<file path="src/verilog/mips_pkg.sv">
`default_nettype none

package mips_pkg;

  //////////////////////////////
  // Widths and sizes
  //////////////////////////////

  // Data and address width
  localparam int XLEN       = 32;
  // Register index width
  localparam int REG_AW     = 5;
  // Data memory words and index width
  localparam int DMEM_DEPTH = 256;
  localparam int DMEM_AW    = $clog2(DMEM_DEPTH);
  // PC after reset
  localparam logic [XLEN-1:0] RESET_PC = '0;

  //////////////////////////////
  // Opcodes and function codes
  //////////////////////////////

  localparam logic [5:0] OP_RTYPE = 6'b000000;
  localparam logic [5:0] OP_ADDI  = 6'b001000;
  localparam logic [5:0] OP_ADDIU = 6'b001001;
  localparam logic [5:0] OP_ANDI  = 6'b001100;
  localparam logic [5:0] OP_ORI   = 6'b001101;
  localparam logic [5:0] OP_XORI  = 6'b001110;
  localparam logic [5:0] OP_BEQ   = 6'b000100;
  localparam logic [5:0] OP_BNE   = 6'b000101;
  // Load group 100xxx, store group 101xxx
  localparam logic [2:0] OP_LOAD_GRP  = 3'b100;
  localparam logic [2:0] OP_STORE_GRP = 3'b101;

  // R-type funct field
  localparam logic [5:0] FN_ADD  = 6'h20;
  localparam logic [5:0] FN_ADDU = 6'h21;
  localparam logic [5:0] FN_SUB  = 6'h22;
  localparam logic [5:0] FN_AND  = 6'h24;
  localparam logic [5:0] FN_OR   = 6'h25;
  localparam logic [5:0] FN_XOR  = 6'h26;
  localparam logic [5:0] FN_SLT  = 6'h2a;

  //////////////////////////////
  // Types
  //////////////////////////////

  // ALU class chosen by the main decoder
  typedef enum logic [2:0] {
    ALU_ADD       = 3'd0,
    ALU_SUB_EQ    = 3'd1,
    ALU_SUB_NE    = 3'd2,
    ALU_FUNCT     = 3'd3,
    ALU_LOGIC_IMM = 3'd4
  } alu_class_e;

  // Main control word
  typedef struct packed {
    logic       reg_dst;
    logic       reg_write;
    logic       alu_src;
    logic       zero_ext;
    logic       branch;
    logic       mem_read;
    logic       mem_write;
    logic       mem_to_reg;
    alu_class_e alu_class;
  } ctrl_t;

  // R-type view of an instruction
  typedef struct packed {
    logic [5:0]        opcode;
    logic [REG_AW-1:0] rs;
    logic [REG_AW-1:0] rt;
    logic [REG_AW-1:0] rd;
    logic [4:0]        shamt;
    logic [5:0]        funct;
  } r_fields_t;

  // I-type view of an instruction
  typedef struct packed {
    logic [5:0]        opcode;
    logic [REG_AW-1:0] rs;
    logic [REG_AW-1:0] rt;
    logic [15:0]       imm16;
  } i_fields_t;

  // Same instruction word, two decodings
  typedef union packed {
    r_fields_t r_fields;
    i_fields_t i_fields;
  } instr_u;

  // Retire record, one per instruction
  typedef struct packed {
    logic [XLEN-1:0]   pc;
    logic [XLEN-1:0]   next_pc;
    logic              rf_we;
    logic [REG_AW-1:0] rf_addr;
    logic [XLEN-1:0]   rf_data;
    logic              mem_we;
  } retire_t;

  // Step sequencer states
  typedef enum logic [1:0] {
    S_FETCH = 2'd0,
    S_EXEC  = 2'd1,
    S_MEM   = 2'd2,
    S_WB    = 2'd3
  } seq_state_e;

endpackage

`default_nettype wire

</file>
<file path="src/verilog/main_decoder.sv">
`timescale 1ns/1ps
`default_nettype none

module main_decoder (
  input  wire logic [5:0]      i_opcode,
  output mips_pkg::ctrl_t      o_ctrl
);

  always_comb begin
    // Everything inactive unless the opcode picks a class
    o_ctrl = '0;
    o_ctrl.alu_class = mips_pkg::ALU_ADD;

    case (i_opcode)
      //////////////////////////////
      // Register-register
      //////////////////////////////
      mips_pkg::OP_RTYPE: begin
        // Destination is rd, funct picks the operation
        o_ctrl.reg_dst   = 1'b1;
        o_ctrl.reg_write = 1'b1;
        o_ctrl.alu_class = mips_pkg::ALU_FUNCT;
      end

      //////////////////////////////
      // Immediates
      //////////////////////////////
      mips_pkg::OP_ADDI,
      mips_pkg::OP_ADDIU: begin
        // Sign-extended immediate into rt
        o_ctrl.reg_write = 1'b1;
        o_ctrl.alu_src   = 1'b1;
        o_ctrl.alu_class = mips_pkg::ALU_ADD;
      end
      mips_pkg::OP_ANDI,
      mips_pkg::OP_ORI,
      mips_pkg::OP_XORI: begin
        // Logical ops take a zero-extended immediate
        o_ctrl.reg_write = 1'b1;
        o_ctrl.alu_src   = 1'b1;
        o_ctrl.zero_ext  = 1'b1;
        o_ctrl.alu_class = mips_pkg::ALU_LOGIC_IMM;
      end

      //////////////////////////////
      // Branches
      //////////////////////////////
      mips_pkg::OP_BEQ: begin
        // Taken when rs - rt is zero
        o_ctrl.branch    = 1'b1;
        o_ctrl.alu_class = mips_pkg::ALU_SUB_EQ;
      end
      mips_pkg::OP_BNE: begin
        // Taken when rs - rt is nonzero
        o_ctrl.branch    = 1'b1;
        o_ctrl.alu_class = mips_pkg::ALU_SUB_NE;
      end

      default: begin
        // Load and store groups match on the top three bits
        if (i_opcode[5:3] == mips_pkg::OP_LOAD_GRP) begin
          o_ctrl.reg_write  = 1'b1;
          o_ctrl.alu_src    = 1'b1;
          o_ctrl.mem_read   = 1'b1;
          o_ctrl.mem_to_reg = 1'b1;
          o_ctrl.alu_class  = mips_pkg::ALU_ADD;
        end else if (i_opcode[5:3] == mips_pkg::OP_STORE_GRP) begin
          // Address is rs + offset, data comes from rt
          o_ctrl.alu_src    = 1'b1;
          o_ctrl.mem_write  = 1'b1;
          o_ctrl.alu_class  = mips_pkg::ALU_ADD;
        end
        // Anything else retires as a no-op
      end
    endcase
  end

endmodule

`default_nettype wire

</file>
<file path="config.mk">
export PLATFORM = sky130hd
export DESIGN_NAME = main_decoder
export DESIGN_NICKNAME = d
export VERILOG_FILES = /design/src/verilog/mips_pkg.sv /design/src/verilog/main_decoder.sv
export SDC_FILE = /design/constraint.sdc
export NUM_CORES = 1
export LEC_CHECK = 0
export ABC_CLOCK_PERIOD_IN_PS = 2000
export BUFFER_PORTS_ARGS = -buffer_cell sky130_fd_sc_hd__buf_2
export CORE_AREA = 2 2 39 41
export DETAILED_ROUTE_END_ITERATION = 6
export DIE_AREA = 0 0 41 43
export PLACE_DENSITY = 0.42
export SYNTH_ARGS = -nofsm -noshare
export SYNTH_HDL_FRONTEND = slang
export SYNTH_SLANG_ARGS = --single-unit
</file>
<file path="constraint.sdc">
create_clock -name vclk -period 2
set_clock_uncertainty 0.15 [all_clocks]
set_input_delay 0.4 -clock vclk [all_inputs]
set_output_delay 0.4 -clock vclk [all_outputs]
set_load 0.02 [all_outputs]
</file>
Yosys cells after proc, flatten, opt, wreduce, memory -nomap -nowiden
Index checks and enable logic that the tools add are counted.
{"block": "word_totals", "ff_bits": 0, "n_memories": 0, "mem_bits_rw": 0, "rom_bits": 0, "latchBits": 0, "inputBits": 6}
{"block": "classes", "bitwise": 0, "eq_ne": 9, "muxes": 11, "n_mul": 0, "shift": 0, "magnitude_cmp": 0, "reduce_logical": 7, "div": 0, "addsub": 0}
{"operator": "$eq A6 B4 Y1 const B", "n": 5}
{"operator": "$eq A6 B3 Y1 const B", "n": 2}
{"operator": "$pmux W3 S4", "n": 1}
{"operator": "$reduce_or A8 Y1", "n": 1}
{"operator": "$mux W1", "n": 7}
{"operator": "$eq A3 B3 Y1 const B", "n": 2}
{"operator": "$logic_not A6 Y1", "n": 1}
{"operator": "$reduce_or A3 Y1", "n": 2}
{"operator": "$reduce_or A6 Y1", "n": 1}
{"operator": "$reduce_or A5 Y1", "n": 1}
{"operator": "$pmux W1 S2", "n": 2}
{"operator": "$mux W3", "n": 1}
{"operator": "$reduce_or A2 Y1", "n": 1}

Longest topological paths before layout
Gate-level depths: netlist of run 1.
{"block": "depth", "ltp_word": 4, "mapped_depth": 3, "ltp_nobuf": 3}

Least setup slack after synthesis of run 1
OpenSTA, ideal clock, no wires.
{"block": "synth_path", "path_type": "input -> output", "startpoint": "input i_opcode[4]", "endpoint": "output o_ctrl[2] (netlist bit)", "path_buffers": 0, "path_stages": 2, "required_ps": 1450, "slack_ps": -140, "arrival_ps": 1590, "path_cell_list": "nand2b_1 > a2111oi_0"}
{"item": "start: declaration", "line_no": "main_decoder.sv:5", "source": "input wire logic [5:0] i_opcode,"}
{"item": "end: declaration", "line_no": "main_decoder.sv:6", "source": "output mips_pkg::ctrl_t o_ctrl"}

==> results of run 1 <==
kinds of logic after synthesis:
group / share of synthesized area, %
buf+inv: 15.0
simple gates: 56.0
compound gates: 29.0
per-stage QoR:
stage,utilization [%],total power [W],setup WS (ps)
floorplan,-,0.0000229,-140
global placement,17.7,0.0000469,40.8
detailed placement,17.7,0.0000468,32.6
CTS,17.7,0.0000470,31.3
global route,18.0,0.0000513,2.60
finish,18.0,0.0000467,49.5
power by group:
part / switching, W / internal (W) / leakage (nW)
clock network: 0 / 0 / 0
logic: 0.0000277 / 0.0000190 / 0.138
registers: 0 / 0 / 0
final timing paths:
kind	from	endpoint
worst max-delay path	i_opcode[4]	o_ctrl[1]
worst min-delay path	i_opcode[2]	o_ctrl[10]
critical path, cell delays in order:
cell	delay, ps
buf_2	110
or4_4	550
nor3_2	180
buf_4	160
synth_stat cells:
cell type,instances
inv_1,3
o21ai_0,1
nor3_2,1
nor2b_1,2
nand2b_1,1
a221oi_1,1
or4_4,1
nor3_1,3
nor2_1,4
buf_4,1
a21oi_1,1
a2111oi_0,2
metal layers:
| layer | routed length [um] | GRT usage [%] |
|---|---|---|
| met1 | 157 | 6.65 |
| met2 | 270 | 9.69 |
| met3 | 16 | 0 |
| met4 | 0 | 0 |
| met5 | 0 | 0 |
layout make-up:
type / count / area share, %
multi-input combinational: 17 / 43.2
tap: 16 / 8.04
timing repair buffer: 20 / 44.2
inverter: 3 / 4.52
timing repair:
action	in CTS	in global routing
endpoints found under the hold margin	0	0
gates resized for setup	0	2
setup endpoints to repair	0	2
buffers inserted	0	0
==> results.txt, run 1 <==
The number of nets produced by synthesis came out at 27. The share of the clock period used by the worst path came out at 97.5%. The minimum clock period after layout came out at 1950 ps.

The library cells used most frequently in the layout, excluding fill and tap cells, are 16 x buf_2, 4 x nor2_1, 4 x buf_4. The total area of multi-input combinational cells came out at 108 sq um. The count of unique library cells instantiated by Yosys is 12.

The area used by sequential logic in the layout is 0 sq um. The core region is 0.00138 sq mm. The final hold slack came out at 963 ps. The congestion estimate from routability-driven global placement came to 0.706. After detailed routing, the number of remaining DRC violations is 0. The HPWL reported at the end of detailed placement came out at 403 um. Setup repair after global routing left no endpoint under its margin.

After detailed routing, the total wire length is 443 um. In the routed layout, each cell is associated on average with a via count of 3.71. During synthesis, Yosys emitted a total of 0 warnings. The overall global routing resource usage came out at 5.19%.

The path class of the lowest-slack min-delay path is in2out. The worst supply voltage drop on vdd came out at 0.0437 mV. The final setup violation count came out at 0. The maximum achievable frequency came out at 513 MHz. The x dimension of the die is 41 um. Along the worst path, the maximum fanout reaches 4. The floorplan has 14 rows. The layout clock buffer count came out at 0. The boundary pin count is 17. The number of antenna violations at the first check in global routing is 0.

The die height came out at 43 um. The cell count of the worst hold path came out at 3. The DRC marker count from the first detailed-route iteration is 1.

The number of instances in the synthesized netlist is 21. The final standard cell count with taps included and fillers excluded came out at 56. The proportion of layout cells with a drive suffix above 1 came out at 55.0%. The total instance count after detailed placement came out at 56.

The via count of the first global-routing pass is 172. The cell area after layout is 249 sq um. The kind of start point of the critical path is an input pin. The power density normalized to cell area is 188 mW/mm^2. The final hold violation count came to 0.

The run finished with clean final reports. In this run the tool buffered the top-level ports with 17 buffer cells. The signed area change from the synthesized netlist to the final layout came out at 99.0%. The net count reported at finish came out at 48. The worst path required time is 1450 ps.

The synthesized design devotes to its leading area cell type 14.0% of total area. The number of hold buffers added after CTS was 0. The synthesized area per cell came out at 5.96 sq um.

The number of routed nets with antenna violations came out at 0. The fill cell instance count of the final layout is 165. Ranked by total cell area, the synthesized netlist is headed by a2111oi_0 14%, nor3_1 12%, nor2_1 12%. The design has 0 sequential cells. The total overflow reported by the global router is 0. In this run the cell area measured after placement is 245 sq um.

The critical path data arrival time is 1400 ps. The routed length per placed instance came out at 7.91 um. The leakage power came out at 0.138 nW. The headroom to the max-slew limit is 79.2%. STA classifies the critical path endpoint as an output port.

Summed over all failing endpoints, the final setup total negative slack is 0 ps. The number of maximum-capacitance violations is 0. The routed via count came out at 208. The global-route wire length before repair came out at 690 um. a2111oi_0 takes more of the synthesized area than any other cell.

The initial cell density of the core came out at 9.04%. Before antenna repair, the detailed router went through 2 iterations. The part of the Yosys area used for sequential elements came out at 0%. The area of the mapped netlist is 125 sq um. The area of the die came out at 0.00176 sq mm.

The number of diodes is 0. The count of pins over their slew limit was 0. By startpoint and endpoint, the worst setup path is classified as in2out. The most common library cell in the layout ignoring fill and taps is buf_2. Entering global routing, the biggest net connects 8 pins. The slew at the pin with the worst max-slew slack came out at 303 ps.
Power figures use the tool's default switching activity.
==> run 2: changes to the inputs <==
--- a/config.mk
+++ b/config.mk
@@ -5,7 +5,7 @@
 export SDC_FILE = /design/constraint.sdc
 export NUM_CORES = 1
 export LEC_CHECK = 0
-export ABC_CLOCK_PERIOD_IN_PS = 2000
+export ABC_CLOCK_PERIOD_IN_PS = 2490
 export BUFFER_PORTS_ARGS = -buffer_cell sky130_fd_sc_hd__buf_2
 export CORE_AREA = 2 2 39 41
 export DETAILED_ROUTE_END_ITERATION = 6
==> constraint.sdc (replaced) <==
create_clock -name vclk -period 2.49
set_clock_uncertainty 0.15 [all_clocks]
set_input_delay 0.498 -clock vclk [all_inputs]
set_output_delay 0.498 -clock vclk [all_outputs]
set_load 0.02 [all_outputs]
==> results.txt, run 2 (synthesis gave the netlist of run 1 again) <==
Result of the run: complete, no violations (unchanged). The routed length per placed instance was 8.36 um (was 7.91 um). The die height came to 43 um (unchanged). The final hold violation count came out at 0 (unchanged). The worst path required time came out at 1840 ps (was 1450 ps). The final setup violation count is 0 (unchanged). The kind of start point of the critical path is an input pin (unchanged). The fill cell instance count of the final layout came out at 165 (unchanged). The power density normalized to cell area came out at 151 mW/mm^2 (was 188 mW/mm^2). The net count reported at finish is 45 (was 48). The worst slack at placement came out at 302 ps (was 32.6 ps). The routed via count came out at 207 (was 208). The leakage power was 0.124 nW (was 0.138 nW). The final wirelength came to 443 um (unchanged). The final hold slack came out at 1160 ps (was 963 ps). The initial cell density of the core is 9.04% (unchanged). The minimum clock period after layout came out at 2180 ps. The DRC marker count from the first detailed-route iteration came out at 0 (was 1). The port buffer count came out at 17 (unchanged). The most common library cell in the layout ignoring fill and taps was buf_2 (unchanged). The number of diodes came out at 0 (unchanged). The layout clock buffer count is 0 (unchanged). The HPWL reported at the end of detailed placement is 392 um (was 403 um).

The classification of the worst setup path is in2out (unchanged). The maximum number of pins on one net before global-route repair was 8 (unchanged). The number of routed nets with antenna violations is 0 (unchanged).

The number of antenna violations at the first check in global routing came to 0 (unchanged). The number of core rows came out at 14 (unchanged). The total negative slack for setup checks was 0 ps (unchanged). The hold buffer count at CTS came out at 0 (unchanged). The boundary pin count is 17 (unchanged). The via count of the first global-routing pass is 178 (was 172). The area used by sequential logic in the layout came to 0 sq um (unchanged). The final worst setup slack was 313 ps (was 49.5 ps).

The total overflow reported by the global router is 0 (unchanged). The area of the die came out at 0.00176 sq mm (unchanged). Cells traversed along the worst timing path: buf_2, or4_4, nor3_2, buf_2 (was buf_2, or4_4, nor3_2, buf_4). The post-cts repair resize count came out at 0 (unchanged).

The overall global routing resource usage was 5.09% (was 5.19%). The x dimension of the die came out at 41 um (unchanged). The worst supply voltage drop on vdd came out at 0.0305 mV (was 0.0437 mV). The slowest stage cell on the critical path is or4_4 (unchanged). The area of the core came out at 0.00138 sq mm (unchanged). The number of detailed-routing iterations run before antenna repair is 1 (was 2).

The sort of element at the end of the critical path is an output port (unchanged). The signed area change from the synthesized netlist to the final layout came to 78.0% (was 99.0%). The count of pins over their slew limit is 0 (unchanged). The maximum net fanout on the critical path came out at 5 (was 4). The number of vias per cell after detailed routing came out at 3.91 (was 3.71).

The final weighted congestion in routability-driven placement is 0.659 (was 0.706). RSZ-0062 raised after global routing: false (unchanged). The headroom to the max-slew limit is 74.6% (was 79.2%). The path class of the lowest-slack min-delay path was in2out (unchanged). The critical path data arrival time was 1530 ps (was 1400 ps). The global-route wire length before repair is 669 um (was 690 um). Counting stages on the worst path, the most repeated cell is buf_2. The number of buffers inserted to repair setup after CTS was 0 (unchanged). In the finished design, the share of the clock period the worst path needs comes to 87.4%. The maximum achievable frequency came out at 459 MHz. Most frequent cells in the layout: 17 x buf_2, 4 x nor2_1, 3 x nor3_1, 3 x inv_1 (was 16 x buf_2, 4 x nor2_1, 4 x buf_4).

The number of sequential cells in the layout is 0 (unchanged). The number of maximum-capacitance violations is 0 (unchanged). The slew at the pin with the worst max-slew slack is 371 ps (was 303 ps). The DRC violation count after routing is 0 (unchanged). The proportion of layout cells with a drive suffix above 1 is 51.4% (was 55.0%). The critical path's largest stage delay was 560 ps (was 550 ps). The total area of multi-input combinational cells was 106 sq um (was 108 sq um).
## run 2: cell count changes in the layout (fill, tap and decap cells not counted)
cell,delta
buf_4,-4
buf_2,+1
a2111oi_1,-1
a2111oi_0,+1
## run 2: layer usage
metal  share of wire, %  track usage (%)  vias up  wire length (um)
met2                 61             10.0        3               271
met1                 34             6.01       96               151
met4                  0                0        0                 0
met3                4.5                0        0                20
met5                  0                0        -                 0
li1                   -                -      108                 -
## run 2: final cells by class
type | count | share of cell area, %
multi-input combinational | 17 | 47.8
timing repair buffer | 17 | 38.2
tap | 16 | 8.99
inverter | 3 | 5.06
## run 2: power breakdown
| group | internal [W] | switching, W | leakage (nW) | total [W] |
|---|---|---|---|---|
| Sequential | 0 | 0 | 0 | 0 |
| Combinational | 0.0000121 | 0.0000215 | 0.124 | 0.0000336 |
| Clock | 0 | 0 | 0 | 0 |
## run 2: final timing paths
path / start / end / depth (start not counted)
setup / recovery: i_opcode[4] / o_ctrl[1] / 4
hold / removal: i_opcode[2] / o_ctrl[10] / 3
## run 2: worst max-delay path: cells and delay by family
kind                   cells  cell delay (ps)
and+or+nand+nor            2              730
buffers and inverters      2              300
## run 2: through the flow
step | std cells | area [sq um] | util [%] | total power (W)
after CTS | 53 | 223 | 16.1 | 0.0000342
after detailed placement | 53 | 223 | 16.1 | 0.0000340
after global placement | 53 | 223 | 16.1 | 0.0000338
final | 53 | 223 | 16.1 | 0.0000336
after global routing | 53 | 223 | 16.1 | 0.0000371
after floorplan | 21 | 125 | - | 0.0000184
==> run 3: changes to the inputs <==
--- a/config.mk
+++ b/config.mk
@@ -5,12 +5,13 @@
 export SDC_FILE = /design/constraint.sdc
 export NUM_CORES = 1
 export LEC_CHECK = 0
-export ABC_CLOCK_PERIOD_IN_PS = 2490
+export ABC_AREA = 1
+export ABC_CLOCK_PERIOD_IN_PS = 2400
 export BUFFER_PORTS_ARGS = -buffer_cell sky130_fd_sc_hd__buf_2
 export CORE_AREA = 2 2 39 41
 export DETAILED_ROUTE_END_ITERATION = 6
 export DIE_AREA = 0 0 41 43
-export PLACE_DENSITY = 0.42
+export PLACE_DENSITY = 0.43
 export SYNTH_ARGS = -nofsm -noshare
 export SYNTH_HDL_FRONTEND = slang
 export SYNTH_SLANG_ARGS = --single-unit
==> constraint.sdc (replaced) <==
create_clock -name vclk -period 2.4
set_clock_uncertainty 0.15 [all_clocks]
set_input_delay 0.48 -clock vclk [all_inputs]
set_output_delay 0.48 -clock vclk [all_outputs]
set_load 0.02 [all_outputs]
==> results.txt, run 3 <==
The number of instances in the synthesized netlist came out at 28 (was 21). The routed via count came out at 221 (was 207). The layout clock buffer count is 0 (unchanged). The most numerous cell in the Yosys netlist is inv_1 (was nor2_1). The final hold violation count came to 0 (unchanged).

Most instantiated cells after synthesis: 8 x inv_1, 4 x nand2_1, 4 x nand3_1, 4 x nor2_1 (was 4 x nor2_1, 3 x inv_1, 3 x nor3_1). The overall global routing resource usage came to 4.90% (was 5.09%). The total instance count after detailed placement came out at 60 (was 53). The share of the clock period used by the worst path is 76.4%.

The total overflow reported by the global router came out at 0 (unchanged). The total area of multi-input combinational cells is 87.6 sq um (was 106 sq um). The die height came to 43 um (unchanged).

The final wirelength came out at 438 um (was 443 um). The x dimension of the die came out at 41 um (unchanged). The worst min-delay path endpoint is o_ctrl[0] (was o_ctrl[10]). The number of core rows is 14 (unchanged).

The net count reported at finish came to 52 (was 45). The global-route wire length before repair came out at 655 um (was 669 um). The number of diodes is 0 (unchanged). The minimum clock period after layout came out at 1830 ps. RSZ-0062 raised after global routing: false (unchanged).

The overall power consumption is 0.0000341 W (was 0.0000336 W). The count of warnings emitted by yosys came out at 0 (unchanged). The most common library cell in the layout ignoring fill and taps is buf_2 (unchanged). The proportion of layout cells with a drive suffix above 1 came out at 43.2% (was 51.4%).

The signed area change from the synthesized netlist to the final layout came out at 75.7% (was 78.0%). The number of buffers inserted to repair setup after CTS is 0 (unchanged). The area of the mapped netlist is 129 sq um (was 125 sq um). The final standard cell count with taps included and fillers excluded is 60 (was 53). The worst min-delay path startpoint is i_opcode[0] (was i_opcode[2]). The area of the core is 0.00138 sq mm (unchanged). The sort of element at the end of the critical path is an output port (unchanged). The maximum number of pins on one net before global-route repair is 8 (unchanged).

The worst path required time is 1770 ps (was 1840 ps). The count of unique library cells instantiated by Yosys is 10 (was 12). The number of sequential cells in the layout was 0 (unchanged).

The maximum net fanout on the critical path came out at 4 (was 5). The cell area after layout came to 226 sq um (was 223 sq um). The cell count of the worst hold path is 3 (unchanged). The number of antenna violations at the first check in global routing came out at 0 (unchanged). The post-place instance area was 226 sq um (was 223 sq um).

The number of maximum-capacitance violations is 0 (unchanged). The routed length per placed instance came out at 7.30 um (was 8.36 um). The kind of start point of the critical path was an input pin (unchanged). The boundary pin count came out at 17 (unchanged). The area share of the leading cell type in the synthesized netlist came to 23.3% (was 14.0%). Cell types with the largest area share after synthesis: inv_1 23%, nand3_1 16%, nand2_1 12% (was a2111oi_0 14%, nor3_1 12%, nor2_1 12%). The final weighted congestion in routability-driven placement is 0.689 (was 0.659). The DRC violation count after routing is 0 (unchanged).

The biggest area consumer among synthesized cells was inv_1 (was a2111oi_0). The headroom to the max-slew limit was 85.2% (was 74.6%). The final setup violation count is 0 (unchanged). The initial cell density of the core is 9.31% (was 9.04%). The leakage power came to 0.186 nW (was 0.124 nW). The total negative slack for setup checks was 0 ps (unchanged). The slew at the pin with the worst max-slew slack is 220 ps (was 371 ps). The fill cell instance count of the final layout came out at 169 (was 165). Derived from the worst setup path, the maximum achievable clock frequency is 545 MHz.

The count of pins over their slew limit is 0 (unchanged). The post-cts repair resize count came out at 0 (unchanged). The classification of the worst setup path is in2out (unchanged).

The worst supply voltage drop on vdd came out at 0.0263 mV (was 0.0305 mV). Most frequent cells in the layout: 17 x buf_2, 8 x inv_1, 4 x nor2_1, 4 x nand3_1, 4 x nand2_1 (was 17 x buf_2, 4 x nor2_1, 3 x nor3_1, 3 x inv_1). The number of nets produced by synthesis is 34 (was 27). Result of the run: complete, no violations (unchanged). The area used by sequential logic in the layout is 0 sq um (unchanged).

The critical path data arrival time is 1200 ps (was 1530 ps). The HPWL reported at the end of detailed placement was 410 um (was 392 um). The DRC marker count from the first detailed-route iteration was 2 (was 0). The number of routed nets with antenna violations is 0 (unchanged). The synthesized area per cell came out at 4.60 sq um (was 5.96 sq um).

The hold buffer count at CTS is 0 (unchanged). The number of detailed-routing iterations run before antenna repair came out at 2 (was 1). The part of the Yosys area used for sequential elements came to 0% (unchanged). The power density normalized to cell area is 151 mW/mm^2 (about the same). The via count of the first global-routing pass is 178 (unchanged). The area of the die was 0.00176 sq mm (unchanged). The path class of the lowest-slack min-delay path is in2out (unchanged).

The number of vias per cell after detailed routing came to 3.68 (was 3.91). The port buffer count came out at 17 (unchanged).
run 3: changes by cell type after synthesis, moves of 2 or more:
cell	delta
inv_1	+5
nand2_1	+4
nand3_1	+4
nor3_1	-3
a2111oi_0	-2
nand4_1	+2
nor2b_1	-2
nor4_1	+2
run 3: worst max-delay path, cell delays in order:
cell and delay [ps]:
buf_2 110, nor2_2 180, nand3_1 150, nand4_1 110, buf_2 160
run 3: worst max-delay path by stage:
stage | depth (start not counted) | slack [ps] | from | endpoint
2_1_floorplan | 3 | 470 | i_opcode[4] | o_ctrl[0]
3_3_place_gp | 5 | 550 | i_opcode[4] | o_ctrl[6]
3_5_place_dp | 5 | 550 | i_opcode[4] | o_ctrl[0]
4_1_cts | 5 | 540 | i_opcode[4] | o_ctrl[0]
5_1_grt | 5 | 480 | i_opcode[4] | o_ctrl[6]
6_report | 5 | 570 | i_opcode[4] | o_ctrl[9]
run 3: stage by stage:
step	hold slack, ps	util, %	setup slack [ps]
global placement	1120	16.4	553
finish	1120	16.4	566
floorplan	892	-	465
detailed placement	1120	16.4	551
CTS	1120	16.4	541
global route	1140	16.4	476
run 3: logic make-up (layout without fill, tap and decap cells):
group | Yosys count | in the layout | share of synthesized area (%)
buf+inv | 10 | 26 | 32.0
simple gates | 18 | 18 | 68.0
run 3: layout make-up:
class / count / area share, %
multi-input cells: 18 / 38.7
repair buffers: 17 / 37.6
well taps: 16 / 8.84
inverters: 9 / 14.9
run 3: layer usage:
layer	part of all wire, %	track usage, %
met2	42	8.75
met3	12	1.05
met1	46	6.01
met5	0	0
met4	0	0
run 3: power breakdown:
group | switching [W] | internal, W
registers | 0 | 0
logic | 0.0000221 | 0.0000120
clock network | 0 | 0
total | 0.0000221 | 0.0000120
